File: config.mk
export PLATFORM = sky130hd
export DESIGN_NAME = exu_top
export DESIGN_NICKNAME = d
export VERILOG_FILES = /design/src/exu_pkg.sv /design/src/exu_alu.sv /design/src/exu_control.sv /design/src/exu_load_unit.sv /design/src/exu_store_unit.sv /design/src/exu_top.sv
export SDC_FILE = /design/constraint.sdc
export NUM_CORES = 1
export LEC_CHECK = 0
export ABC_AREA = 1
export BUFFER_PORTS_ARGS = -buffer_cell sky130_fd_sc_hd__buf_2
export CELL_PAD_IN_SITES_DETAIL_PLACEMENT = 1
export CELL_PAD_IN_SITES_GLOBAL_PLACEMENT = 1
export CORE_UTILIZATION = 36
export CTS_CLUSTER_SIZE = 16
export DETAILED_ROUTE_END_ITERATION = 10
export PLACE_DENSITY_LB_ADDON = 0.1
export SYNTH_ARGS = -nofsm -noshare
export SYNTH_HDL_FRONTEND = slang
export SYNTH_SLANG_ARGS = --single-unit
File: constraint.sdc
create_clock -name clock -period 5.9 [get_ports clock]
set_clock_uncertainty 0.15 [all_clocks]
set_input_delay 1.18 -clock clock [delete_from_list [all_inputs] [get_ports clock]]
set_output_delay 1.18 -clock clock [all_outputs]
set_load 0.05 [all_outputs]
File: src/exu_pkg.sv
package exu_pkg;

	// widths fixed by RV32 and the 64-bit data bus
	localparam int XLEN = 32;
	localparam int BUS_WIDTH = 64;
	localparam int STRB_WIDTH = 8;
	localparam int REG_ADDR_WIDTH = 5;
	localparam int SIZE_WIDTH = 3;
	localparam int BEAT_OFFSET_WIDTH = 3;

	// address constants
	localparam logic [XLEN-1:0] LINK_OFFSET = 32'd4;
	localparam logic [XLEN-1:0] BEAT_BYTES = 32'd8;

	typedef enum logic [3:0] {
		ALU_ADD, ALU_SUB, ALU_AND, ALU_OR, ALU_XOR, ALU_SLL,
		ALU_SRL, ALU_SRA, ALU_SLT, ALU_SLTU, ALU_EQ
	} alu_op_e;

	typedef enum logic [3:0] {
		MEM_NONE, MEM_LB, MEM_LBU, MEM_LH, MEM_LHU, MEM_LW, MEM_SB, MEM_SH, MEM_SW
	} mem_op_e;

	typedef enum logic [2:0] {
		CTRL_PLAIN, CTRL_BRANCH_EQ, CTRL_BRANCH_NE, CTRL_BRANCH_LT,
		CTRL_BRANCH_GE, CTRL_JAL, CTRL_JALR
	} ctrl_kind_e;

	typedef struct packed {
		alu_op_e alu_op;
		mem_op_e mem_op;
		ctrl_kind_e kind;
		logic [XLEN-1:0] src1;
		logic [XLEN-1:0] src2;
		logic [XLEN-1:0] store_data;
		logic [XLEN-1:0] branch_target;
		logic [XLEN-1:0] pc;
		logic [REG_ADDR_WIDTH-1:0] rd;
		logic wen;
	} exu_req_t;

	typedef struct packed {
		logic wen;
		logic [REG_ADDR_WIDTH-1:0] rd;
		logic [XLEN-1:0] data;
	} exu_wb_t;

	typedef struct packed {
		logic taken;
		logic [XLEN-1:0] target;
	} exu_redirect_t;

	typedef struct packed {
		logic [XLEN-1:0] addr;
		logic [SIZE_WIDTH-1:0] size;
	} mem_addr_t;

	typedef struct packed {
		logic [BUS_WIDTH-1:0] data;
		logic [STRB_WIDTH-1:0] strb;
	} mem_wdata_t;

	function automatic logic is_load_op(mem_op_e op);
		is_load_op = (op == MEM_LB) || (op == MEM_LBU) || (op == MEM_LH) ||
			(op == MEM_LHU) || (op == MEM_LW);
	endfunction

	function automatic logic is_store_op(mem_op_e op);
		is_store_op = (op == MEM_SB) || (op == MEM_SH) || (op == MEM_SW);
	endfunction

	// bus size code follows the access width
	function automatic logic [SIZE_WIDTH-1:0] access_size(mem_op_e op);
		case (op)
			MEM_LB, MEM_LBU, MEM_SB: access_size = 3'd0;
			MEM_LH, MEM_LHU, MEM_SH: access_size = 3'd1;
			default: access_size = 3'd2;
		endcase
	endfunction

endpackage

File: src/exu_alu.sv
`timescale 1ns/10ps
module exu_alu (
	input exu_pkg::alu_op_e op,
	input logic [exu_pkg::XLEN-1:0] a,
	input logic [exu_pkg::XLEN-1:0] b,
	output logic [exu_pkg::XLEN-1:0] result
);
	import exu_pkg::*;

	logic [$clog2(XLEN)-1:0] shamt;

	assign shamt = b[$clog2(XLEN)-1:0];

	always_comb begin
		case (op)
			ALU_ADD: result = a + b;
			ALU_SUB: result = a - b;
			ALU_AND: result = a & b;
			ALU_OR: result = a | b;
			ALU_XOR: result = a ^ b;
			ALU_SLL: result = a << shamt;
			ALU_SRL: result = a >> shamt;
			ALU_SRA: result = $signed(a) >>> shamt;
			// compares give 0 or 1, bit 0 feeds the branch decision
			ALU_SLT: result = {{(XLEN-1){1'b0}}, $signed(a) < $signed(b)};
			ALU_SLTU: result = {{(XLEN-1){1'b0}}, a < b};
			ALU_EQ: result = {{(XLEN-1){1'b0}}, a == b};
			default: result = '0;
		endcase
	end

endmodule

File: src/exu_control.sv
`timescale 1ns/10ps
module exu_control (
	input logic clock,
	input logic reset,
	input logic in_valid,
	input exu_pkg::exu_req_t in_req,
	input logic [exu_pkg::XLEN-1:0] alu_result,
	input logic [exu_pkg::XLEN-1:0] load_data,
	input logic mem_done,
	output logic allowin,
	output exu_pkg::exu_req_t req,
	output logic mem_start,
	output logic out_valid,
	output exu_pkg::exu_wb_t wb,
	output exu_pkg::exu_redirect_t redirect
);
	import exu_pkg::*;

	logic valid;
	logic is_mem;
	logic ready_go;
	logic cond;
	logic is_jump;

	assign is_mem = is_load_op(req.mem_op) || is_store_op(req.mem_op);
	assign mem_start = valid && is_mem && !mem_done;
	// memory ops wait for the unit, everything else finishes at once
	assign ready_go = is_mem ? mem_done : 1'b1;
	assign allowin = !valid || ready_go;
	assign out_valid = valid && ready_go;

	always_ff @(posedge clock) begin
		if (reset) begin
			valid <= 1'b0;
		end else if (allowin) begin
			valid <= in_valid;
		end
	end

	always_ff @(posedge clock) begin
		if (in_valid && allowin) begin
			req <= in_req;
		end
	end

	assign cond = alu_result[0];
	assign is_jump = (req.kind == CTRL_JAL) || (req.kind == CTRL_JALR);

	// ne and ge reuse the eq and slt compares, inverted
	always_comb begin
		redirect.target = req.branch_target;
		case (req.kind)
			CTRL_BRANCH_EQ, CTRL_BRANCH_LT: redirect.taken = cond;
			CTRL_BRANCH_NE, CTRL_BRANCH_GE: redirect.taken = !cond;
			CTRL_JAL: redirect.taken = 1'b1;
			CTRL_JALR: begin
				redirect.taken = 1'b1;
				redirect.target = {alu_result[XLEN-1:1], 1'b0};
			end
			default: redirect.taken = 1'b0;
		endcase
	end

	always_comb begin
		wb.wen = req.wen;
		wb.rd = req.rd;
		if (is_jump) begin
			wb.data = req.pc + LINK_OFFSET;
		end else if (is_load_op(req.mem_op)) begin
			wb.data = load_data;
		end else begin
			wb.data = alu_result;
		end
	end

	// a stalled instruction must not be overwritten by the decoder
	req_hold: assert property (@(posedge clock) disable iff (reset)
		valid && !allowin |=> $stable(req));

endmodule

File: src/exu_load_unit.sv
`timescale 1ns/10ps
module exu_load_unit (
	input logic clock,
	input logic reset,
	input logic start,
	input exu_pkg::mem_op_e mem_op,
	input logic [exu_pkg::XLEN-1:0] addr,
	input logic ar_ready,
	input logic r_valid,
	input logic [exu_pkg::BUS_WIDTH-1:0] r_data,
	output logic ar_valid,
	output exu_pkg::mem_addr_t ar,
	output logic r_ready,
	output logic done,
	output logic [exu_pkg::XLEN-1:0] load_data
);
	import exu_pkg::*;

	typedef enum logic [2:0] {
		ST_IDLE, ST_ADDR, ST_DATA, ST_ADDR2, ST_DATA2, ST_FINISH
	} state_e;

	state_e state;
	state_e next_state;
	logic [BEAT_OFFSET_WIDTH-1:0] offset;
	logic [XLEN-1:0] aligned_addr;
	logic need_second;
	logic [BUS_WIDTH-1:0] first_beat;
	logic [BUS_WIDTH-1:0] second_beat;
	logic [2*BUS_WIDTH-1:0] beats;
	logic [XLEN-1:0] raw;

	assign offset = addr[BEAT_OFFSET_WIDTH-1:0];
	assign aligned_addr = {addr[XLEN-1:BEAT_OFFSET_WIDTH], {BEAT_OFFSET_WIDTH{1'b0}}};
	// word at 5..7 or half at 7 spills into the next beat
	assign need_second = ((mem_op == MEM_LW) && (offset >= 3'd5)) ||
		(((mem_op == MEM_LH) || (mem_op == MEM_LHU)) && (offset == 3'd7));

	always_comb begin
		next_state = state;
		case (state)
			ST_IDLE: if (start) next_state = ST_ADDR;
			ST_ADDR: if (ar_valid && ar_ready) next_state = ST_DATA;
			ST_DATA: if (r_valid) next_state = need_second ? ST_ADDR2 : ST_FINISH;
			ST_ADDR2: if (ar_valid && ar_ready) next_state = ST_DATA2;
			ST_DATA2: if (r_valid) next_state = ST_FINISH;
			default: next_state = ST_IDLE;
		endcase
	end

	always_ff @(posedge clock) begin
		if (reset) begin
			state <= ST_IDLE;
		end else begin
			state <= next_state;
		end
	end

	// registered valid, the second request goes out a cycle after entering addr2
	always_ff @(posedge clock) begin
		if (reset) begin
			ar_valid <= 1'b0;
		end else if (ar_valid && ar_ready) begin
			ar_valid <= 1'b0;
		end else if ((state == ST_IDLE && start) || state == ST_ADDR2) begin
			ar_valid <= 1'b1;
		end
	end

	assign ar.addr = (state == ST_ADDR2) ? aligned_addr + BEAT_BYTES : aligned_addr;
	assign ar.size = access_size(mem_op);
	assign r_ready = (state == ST_DATA) || (state == ST_DATA2);
	assign done = (state == ST_FINISH);

	always_ff @(posedge clock) begin
		if (state == ST_DATA && r_valid) begin
			first_beat <= r_data;
		end
		if (state == ST_DATA2 && r_valid) begin
			second_beat <= r_data;
		end
	end

	// bytes from the offset onward, across both beats
	assign beats = {second_beat, first_beat};
	assign raw = beats[{offset, 3'b000} +: XLEN];

	always_comb begin
		case (mem_op)
			MEM_LB: load_data = {{(XLEN-8){raw[7]}}, raw[7:0]};
			MEM_LBU: load_data = {{(XLEN-8){1'b0}}, raw[7:0]};
			MEM_LH: load_data = {{(XLEN-16){raw[15]}}, raw[15:0]};
			MEM_LHU: load_data = {{(XLEN-16){1'b0}}, raw[15:0]};
			default: load_data = raw;
		endcase
	end

	ar_stable: assert property (@(posedge clock) disable iff (reset)
		ar_valid && !ar_ready |=> ar_valid && $stable(ar));

endmodule

File: src/exu_store_unit.sv
`timescale 1ns/10ps
module exu_store_unit (
	input logic clock,
	input logic reset,
	input logic start,
	input exu_pkg::mem_op_e mem_op,
	input logic [exu_pkg::XLEN-1:0] addr,
	input logic [exu_pkg::XLEN-1:0] store_data,
	input logic aw_ready,
	input logic w_ready,
	input logic b_valid,
	output logic aw_valid,
	output exu_pkg::mem_addr_t aw,
	output logic w_valid,
	output exu_pkg::mem_wdata_t w,
	output logic w_last,
	output logic b_ready,
	output logic done
);
	import exu_pkg::*;

	typedef enum logic [2:0] {
		ST_IDLE, ST_ADDR, ST_DATA, ST_RESP, ST_FINISH
	} state_e;

	state_e state;
	logic [STRB_WIDTH-1:0] strb_mask;

	always_ff @(posedge clock) begin
		if (reset) begin
			state <= ST_IDLE;
		end else begin
			case (state)
				ST_IDLE: if (start) state <= ST_ADDR;
				ST_ADDR: if (aw_ready) state <= ST_DATA;
				ST_DATA: if (w_ready) state <= ST_RESP;
				ST_RESP: if (b_valid) state <= ST_FINISH;
				default: state <= ST_IDLE;
			endcase
		end
	end

	assign aw_valid = (state == ST_ADDR);
	assign w_valid = (state == ST_DATA);
	// single-beat bursts, so every data beat is the last
	assign w_last = (state == ST_DATA);
	assign b_ready = (state == ST_RESP);
	assign done = (state == ST_FINISH);

	assign aw.addr = addr;
	assign aw.size = access_size(mem_op);

	always_comb begin
		case (mem_op)
			MEM_SB: strb_mask = 8'h01;
			MEM_SH: strb_mask = 8'h03;
			default: strb_mask = 8'h0f;
		endcase
	end

	// bytes past the end of the beat fall off the shift
	assign w.strb = strb_mask << addr[BEAT_OFFSET_WIDTH-1:0];
	assign w.data = {store_data, store_data};

	w_after_aw: assert property (@(posedge clock) disable iff (reset)
		$rose(w_valid) |-> $past(aw_valid && aw_ready));

endmodule

File: src/exu_top.sv
`timescale 1ns/10ps
module exu_top (
	input logic clock,
	input logic reset,
	input logic in_valid,
	input exu_pkg::exu_req_t in_req,
	input logic ar_ready,
	input logic r_valid,
	input logic [exu_pkg::BUS_WIDTH-1:0] r_data,
	input logic aw_ready,
	input logic w_ready,
	input logic b_valid,
	output logic allowin,
	output logic out_valid,
	output exu_pkg::exu_wb_t wb,
	output exu_pkg::exu_redirect_t redirect,
	output logic ar_valid,
	output exu_pkg::mem_addr_t ar,
	output logic r_ready,
	output logic aw_valid,
	output exu_pkg::mem_addr_t aw,
	output logic w_valid,
	output exu_pkg::mem_wdata_t w,
	output logic w_last,
	output logic b_ready
);
	import exu_pkg::*;

	exu_req_t req;
	logic [XLEN-1:0] alu_result;
	logic [XLEN-1:0] load_data;
	logic mem_start;
	logic mem_done;
	logic load_start;
	logic store_start;
	logic load_done;
	logic store_done;

	// each unit only sees start for its own class of op
	assign load_start = mem_start && is_load_op(req.mem_op);
	assign store_start = mem_start && is_store_op(req.mem_op);
	assign mem_done = load_done || store_done;

	exu_control i_exu_control (
		.clock(clock), .reset(reset), .in_valid(in_valid), .in_req(in_req),
		.alu_result(alu_result), .load_data(load_data), .mem_done(mem_done),
		.allowin(allowin), .req(req), .mem_start(mem_start), .out_valid(out_valid),
		.wb(wb), .redirect(redirect)
	);

	exu_alu i_exu_alu (
		.op(req.alu_op), .a(req.src1), .b(req.src2), .result(alu_result)
	);

	exu_load_unit i_exu_load_unit (
		.clock(clock), .reset(reset), .start(load_start), .mem_op(req.mem_op),
		.addr(alu_result), .ar_ready(ar_ready), .r_valid(r_valid), .r_data(r_data),
		.ar_valid(ar_valid), .ar(ar), .r_ready(r_ready), .done(load_done),
		.load_data(load_data)
	);

	exu_store_unit i_exu_store_unit (
		.clock(clock), .reset(reset), .start(store_start), .mem_op(req.mem_op),
		.addr(alu_result), .store_data(req.store_data), .aw_ready(aw_ready),
		.w_ready(w_ready), .b_valid(b_valid), .aw_valid(aw_valid), .aw(aw),
		.w_valid(w_valid), .w(w), .w_last(w_last), .b_ready(b_ready), .done(store_done)
	);

endmodule

==> metrics.md <==
| Metric | Value |
|---|---|
| Status | completed |
| Cells along the critical path | buf_4 -> ha_1 -> inv_1 -> fa_2 -> buf_4 -> xor2_1 -> o22ai_1 -> nor3_2 -> nand3_1 -> nor2_4 -> buf_12 -> inv_1 -> nor2_4 -> a21oi_1 -> nand4_1 -> nand2_1 -> nand2_1 -> buf_2 |
| Clock power share | 28.0% |
| Core box area | 67,200 um^2 |
| CTS tree | built |
| Slew headroom | 28.1% |
| Most frequent cells in the layout | nand2_1 (1,189), buf_2 (434), nand3_1 (415), inv_1 (394), nor2_1 (299) |
| Reg clk slew, reported paths | 0.06 ns |
| Post-Synth Simple-Gate Area | 36.7% |
| I/O pins | 470 |
| Predominant post-synthesis flop cell | edfxtp_1 |
| Synth Area in XOR/XNOR | 1.11% |
| Switching share of power | 44.0% |
| Arr. time, crit path | 4.47 ns |
| Worst-Margin Slew | 1.08 ns |
| Sink Count | 273 |
| Post-synthesis mux area share | 0.451% |
| Max-slew violation count | 0 |
| Synthesis-stage register bit count | 273 |
| Routability cong. | 0.984 |
| DRT antenna net count | 0 |
| Clk_lat worst skew | 0.59 ns |
| Hold Crit Class | register to register |
| Critical path capture point type | output port |
| Vias/cell | 5.48 |
| Crit path launch type | register |
| Final WL | 122 mm |
| Period utilisation layout | 98.2% |
| Final hold vios | 0 |
| NetSw | 3.48 mW |
| DRC | 0 |
| Synth unique cells | 65 |
| Register cell area after layout | 8120 um^2 |
| CP max FO | 41 |
| CP Launch Point | i_exu_control.req[102]$_DFFE_PP_ |
| CTS root buffer | clkbuf_16 |
| Hold buffer count at cts | 0 |
| Fillcell total | 8,786 |
| Seq pwr share | 29.4% |
| Period minus WS final | 5.80 ns |
| Logic pwr share | 42.6% |
| Leakage Power | 14.6 nW |
| Post-synth EDFFs | 265 |
| Hold path start | i_exu_load_unit.state[1]$_SDFFE_PP0P_ |
| Die area | 68,900 um^2 |
| Hpwl dp | 96.6 mm |
| DR WL/cell | 24.3 um |
| R2R Path Start | i_exu_control.req[170]$_DFFE_PP_ |
| Crit path largest cell delay | 0.49 ns |
| Adder-cell share of the synthesized area | 5.24% |
| Largest net degree at the start of global routing | 68 |
| Layout area overhead | 21.5% |
| Synthesized area | 24,400 um^2 |
| Total CTS buffers | 34 |
| GR Util All Layers | 34.3% |
| IO buf count | 464 |
| H-tree Lvls | 2 |
| Total gr overflow | 0 |
| Commonest non-fill, non-tap cell in the layout | nand2_1 |
| Synth Warn # | 0 |
| Initial Util | 36.4% |
| Final Net Count | 4,436 |
| Slowest-stage cell, CP | edfxtp_1 |
| Clock buffer depth | 3 |
| Area of the multi-input gates | 13,700 um^2 |
| Mapped Avg Cell Area | 6.70 um^2 |
| P_int | 4.43 mW |
| Largest family of logic cells by synthesized area | simple AND/OR/NAND/NOR gates |
| Vias post-DR | 27.4k |
| Rows | 95 |
| Post-synth ARST share | 0% |
| Max IR drop VDD | 0.235 mV |
| Antenna violations before repair | 11 |
| Number of DRC markers in iteration 0 | 2,472 |
| Die span in x | 262 um |
| Vias in the first global route | 27.1k |
| Post-Syn Instances | 3,648 |
| Final setup fails | 0 |
| Pre-antenna DRT Iters | 5 |
| Final Util | 44.2% |
| Setup WS pre-CTS | 0.255 ns |
| Global-route wire length before repair | 177 mm |
| Final setup margin | 0.103 ns |
| Die height | 262 um |
| Share of cells above drive strength 1 | 20.9% |
| Cell Pwr Density | 267 nW/um^2 |
| Unrepaired setup endpoints after global routing | yes |
| Peak Freq | 173 MHz |
| Critical path class | register to output port |
| Compound-Gate Fraction of Synth Area | 10.6% |
| Register area share after synthesis | 33.2% |
| Max-Cap Viols | 0 |
| Required time of the critical path | 4.57 ns |
-- per-stage QoR --
| stage | total power [mW] | instance area, um^2 | hold WS [ns] | TNS (ns) | cells |
|---|---|---|---|---|---|
| floorplan | 4.46 | 24500 | 0.310 | 0 | 3652 |
| global placement | 5.49 | 27600 | 0.342 | 0 | 4884 |
| detailed placement | 5.51 | 27600 | 0.353 | 0 | 4884 |
| CTS | 7.79 | 28900 | 0.362 | 0 | 4957 |
| global route | 8.21 | 29700 | 0.397 | -0.881 | 4995 |
| finish | 7.91 | 29700 | 0.365 | 0 | 4996 |
-- path summary, 6_finish.rpt --
kind,to,slack (ns),cells past startpoint
setup / recovery,wb[4],0.10,18
setup reg to reg,i_exu_control.req[62]$_DFFE_PP_,1.95,11
hold reg to reg,i_exu_load_unit.state[1]$_SDFFE_PP0P_,0.37,2
hold / removal,i_exu_load_unit.state[1]$_SDFFE_PP0P_,0.37,2
-- critical path, delay by kind of cell (launching register included) --
kind                     cells  cell delay [ns]
XOR/XNOR                     1             0.15
buffers and inverters        6             1.19
AND/OR/NAND/NOR              7             1.26
flip-flops                   1             0.49
adder cells (fa/ha/maj)      2             0.55
AO/OA/AOI/OAI                2             0.20
-- power groups by stage --
stage	clock network, mW	logic [mW]	registers, mW
CTS	2.27	3.20	2.33
global route	2.31	3.56	2.34
floorplan	0	2.11	2.35
global placement	0	3.13	2.37
detailed placement	0	3.14	2.37
finish	2.22	3.37	2.33
-- repair_timing --
action	CTS	global route
pin swaps	2	11
gates cloned	1	4
gates resized for setup	32	128
setup endpoints to repair	57	56
setup buffers	10	24
-- sequential cells by signal (all words and copies together), names as in the netlist --
name	count
i_exu_control.valid	1
i_exu_load_unit.ar_valid	1
i_exu_load_unit.second_beat	24
i_exu_control.req	177
i_exu_store_unit.state	3
i_exu_load_unit.first_beat	64
i_exu_load_unit.state	3
-- layout make-up --
type | count | area share, %
multi-input cells | 2717 | 46.0
flip-flops and latches | 273 | 27.4
repair buffers | 633 | 13.5
inverters | 427 | 5.47
well taps | 873 | 3.68
clock buffers | 43 | 3.05
clock inverters | 19 | 0.780
diodes | 11 | 0.0928
-- metal layers --
layer	wire, um	GRT usage [%]	vias up
met3	8770	5.36	196
met2	53500	53.7	1102
met4	4420	11.7	0
met5	0	0	-
met1	54900	47.8	13355
li1	-	-	12724
-- cells by family (layout without fill, tap and decap cells) --
kind of cell | Yosys count | in the layout
AOI/OAI and AO/OA | 458 | 458
xor gates and xnor gates | 31 | 31
adders and majority gates | 101 | 101
buffers and inverters | 663 | 1122
DFF | 273 | 273
muxes | 11 | 11
other | 1 | 16
and+or+nand+nor | 2110 | 2111
-- synth_stat cells, types with 18 or more instances --
| master | count | area, um^2 |
|---|---|---|
| o22ai_1 | 21 | 131 |
| nor3_1 | 36 | 180 |
| nand2_1 | 1199 | 4500 |
| edfxtp_1 | 265 | 7960 |
| inv_1 | 401 | 1510 |
| buf_2 | 74 | 370 |
| nor2_1 | 321 | 1200 |
| clkbuf_1 | 33 | 124 |
| nand4_1 | 41 | 257 |
| xor2_1 | 23 | 201 |
| ha_1 | 99 | 1240 |
| o211ai_1 | 19 | 143 |
| o21ai_0 | 144 | 721 |
| inv_2 | 20 | 75.1 |
| o21ai_1 | 43 | 215 |
| nand3b_1 | 18 | 135 |
| nand3_1 | 424 | 2120 |
| a21oi_1 | 152 | 761 |
| buf_4 | 97 | 728 |
Power figures use the tool's default switching activity.
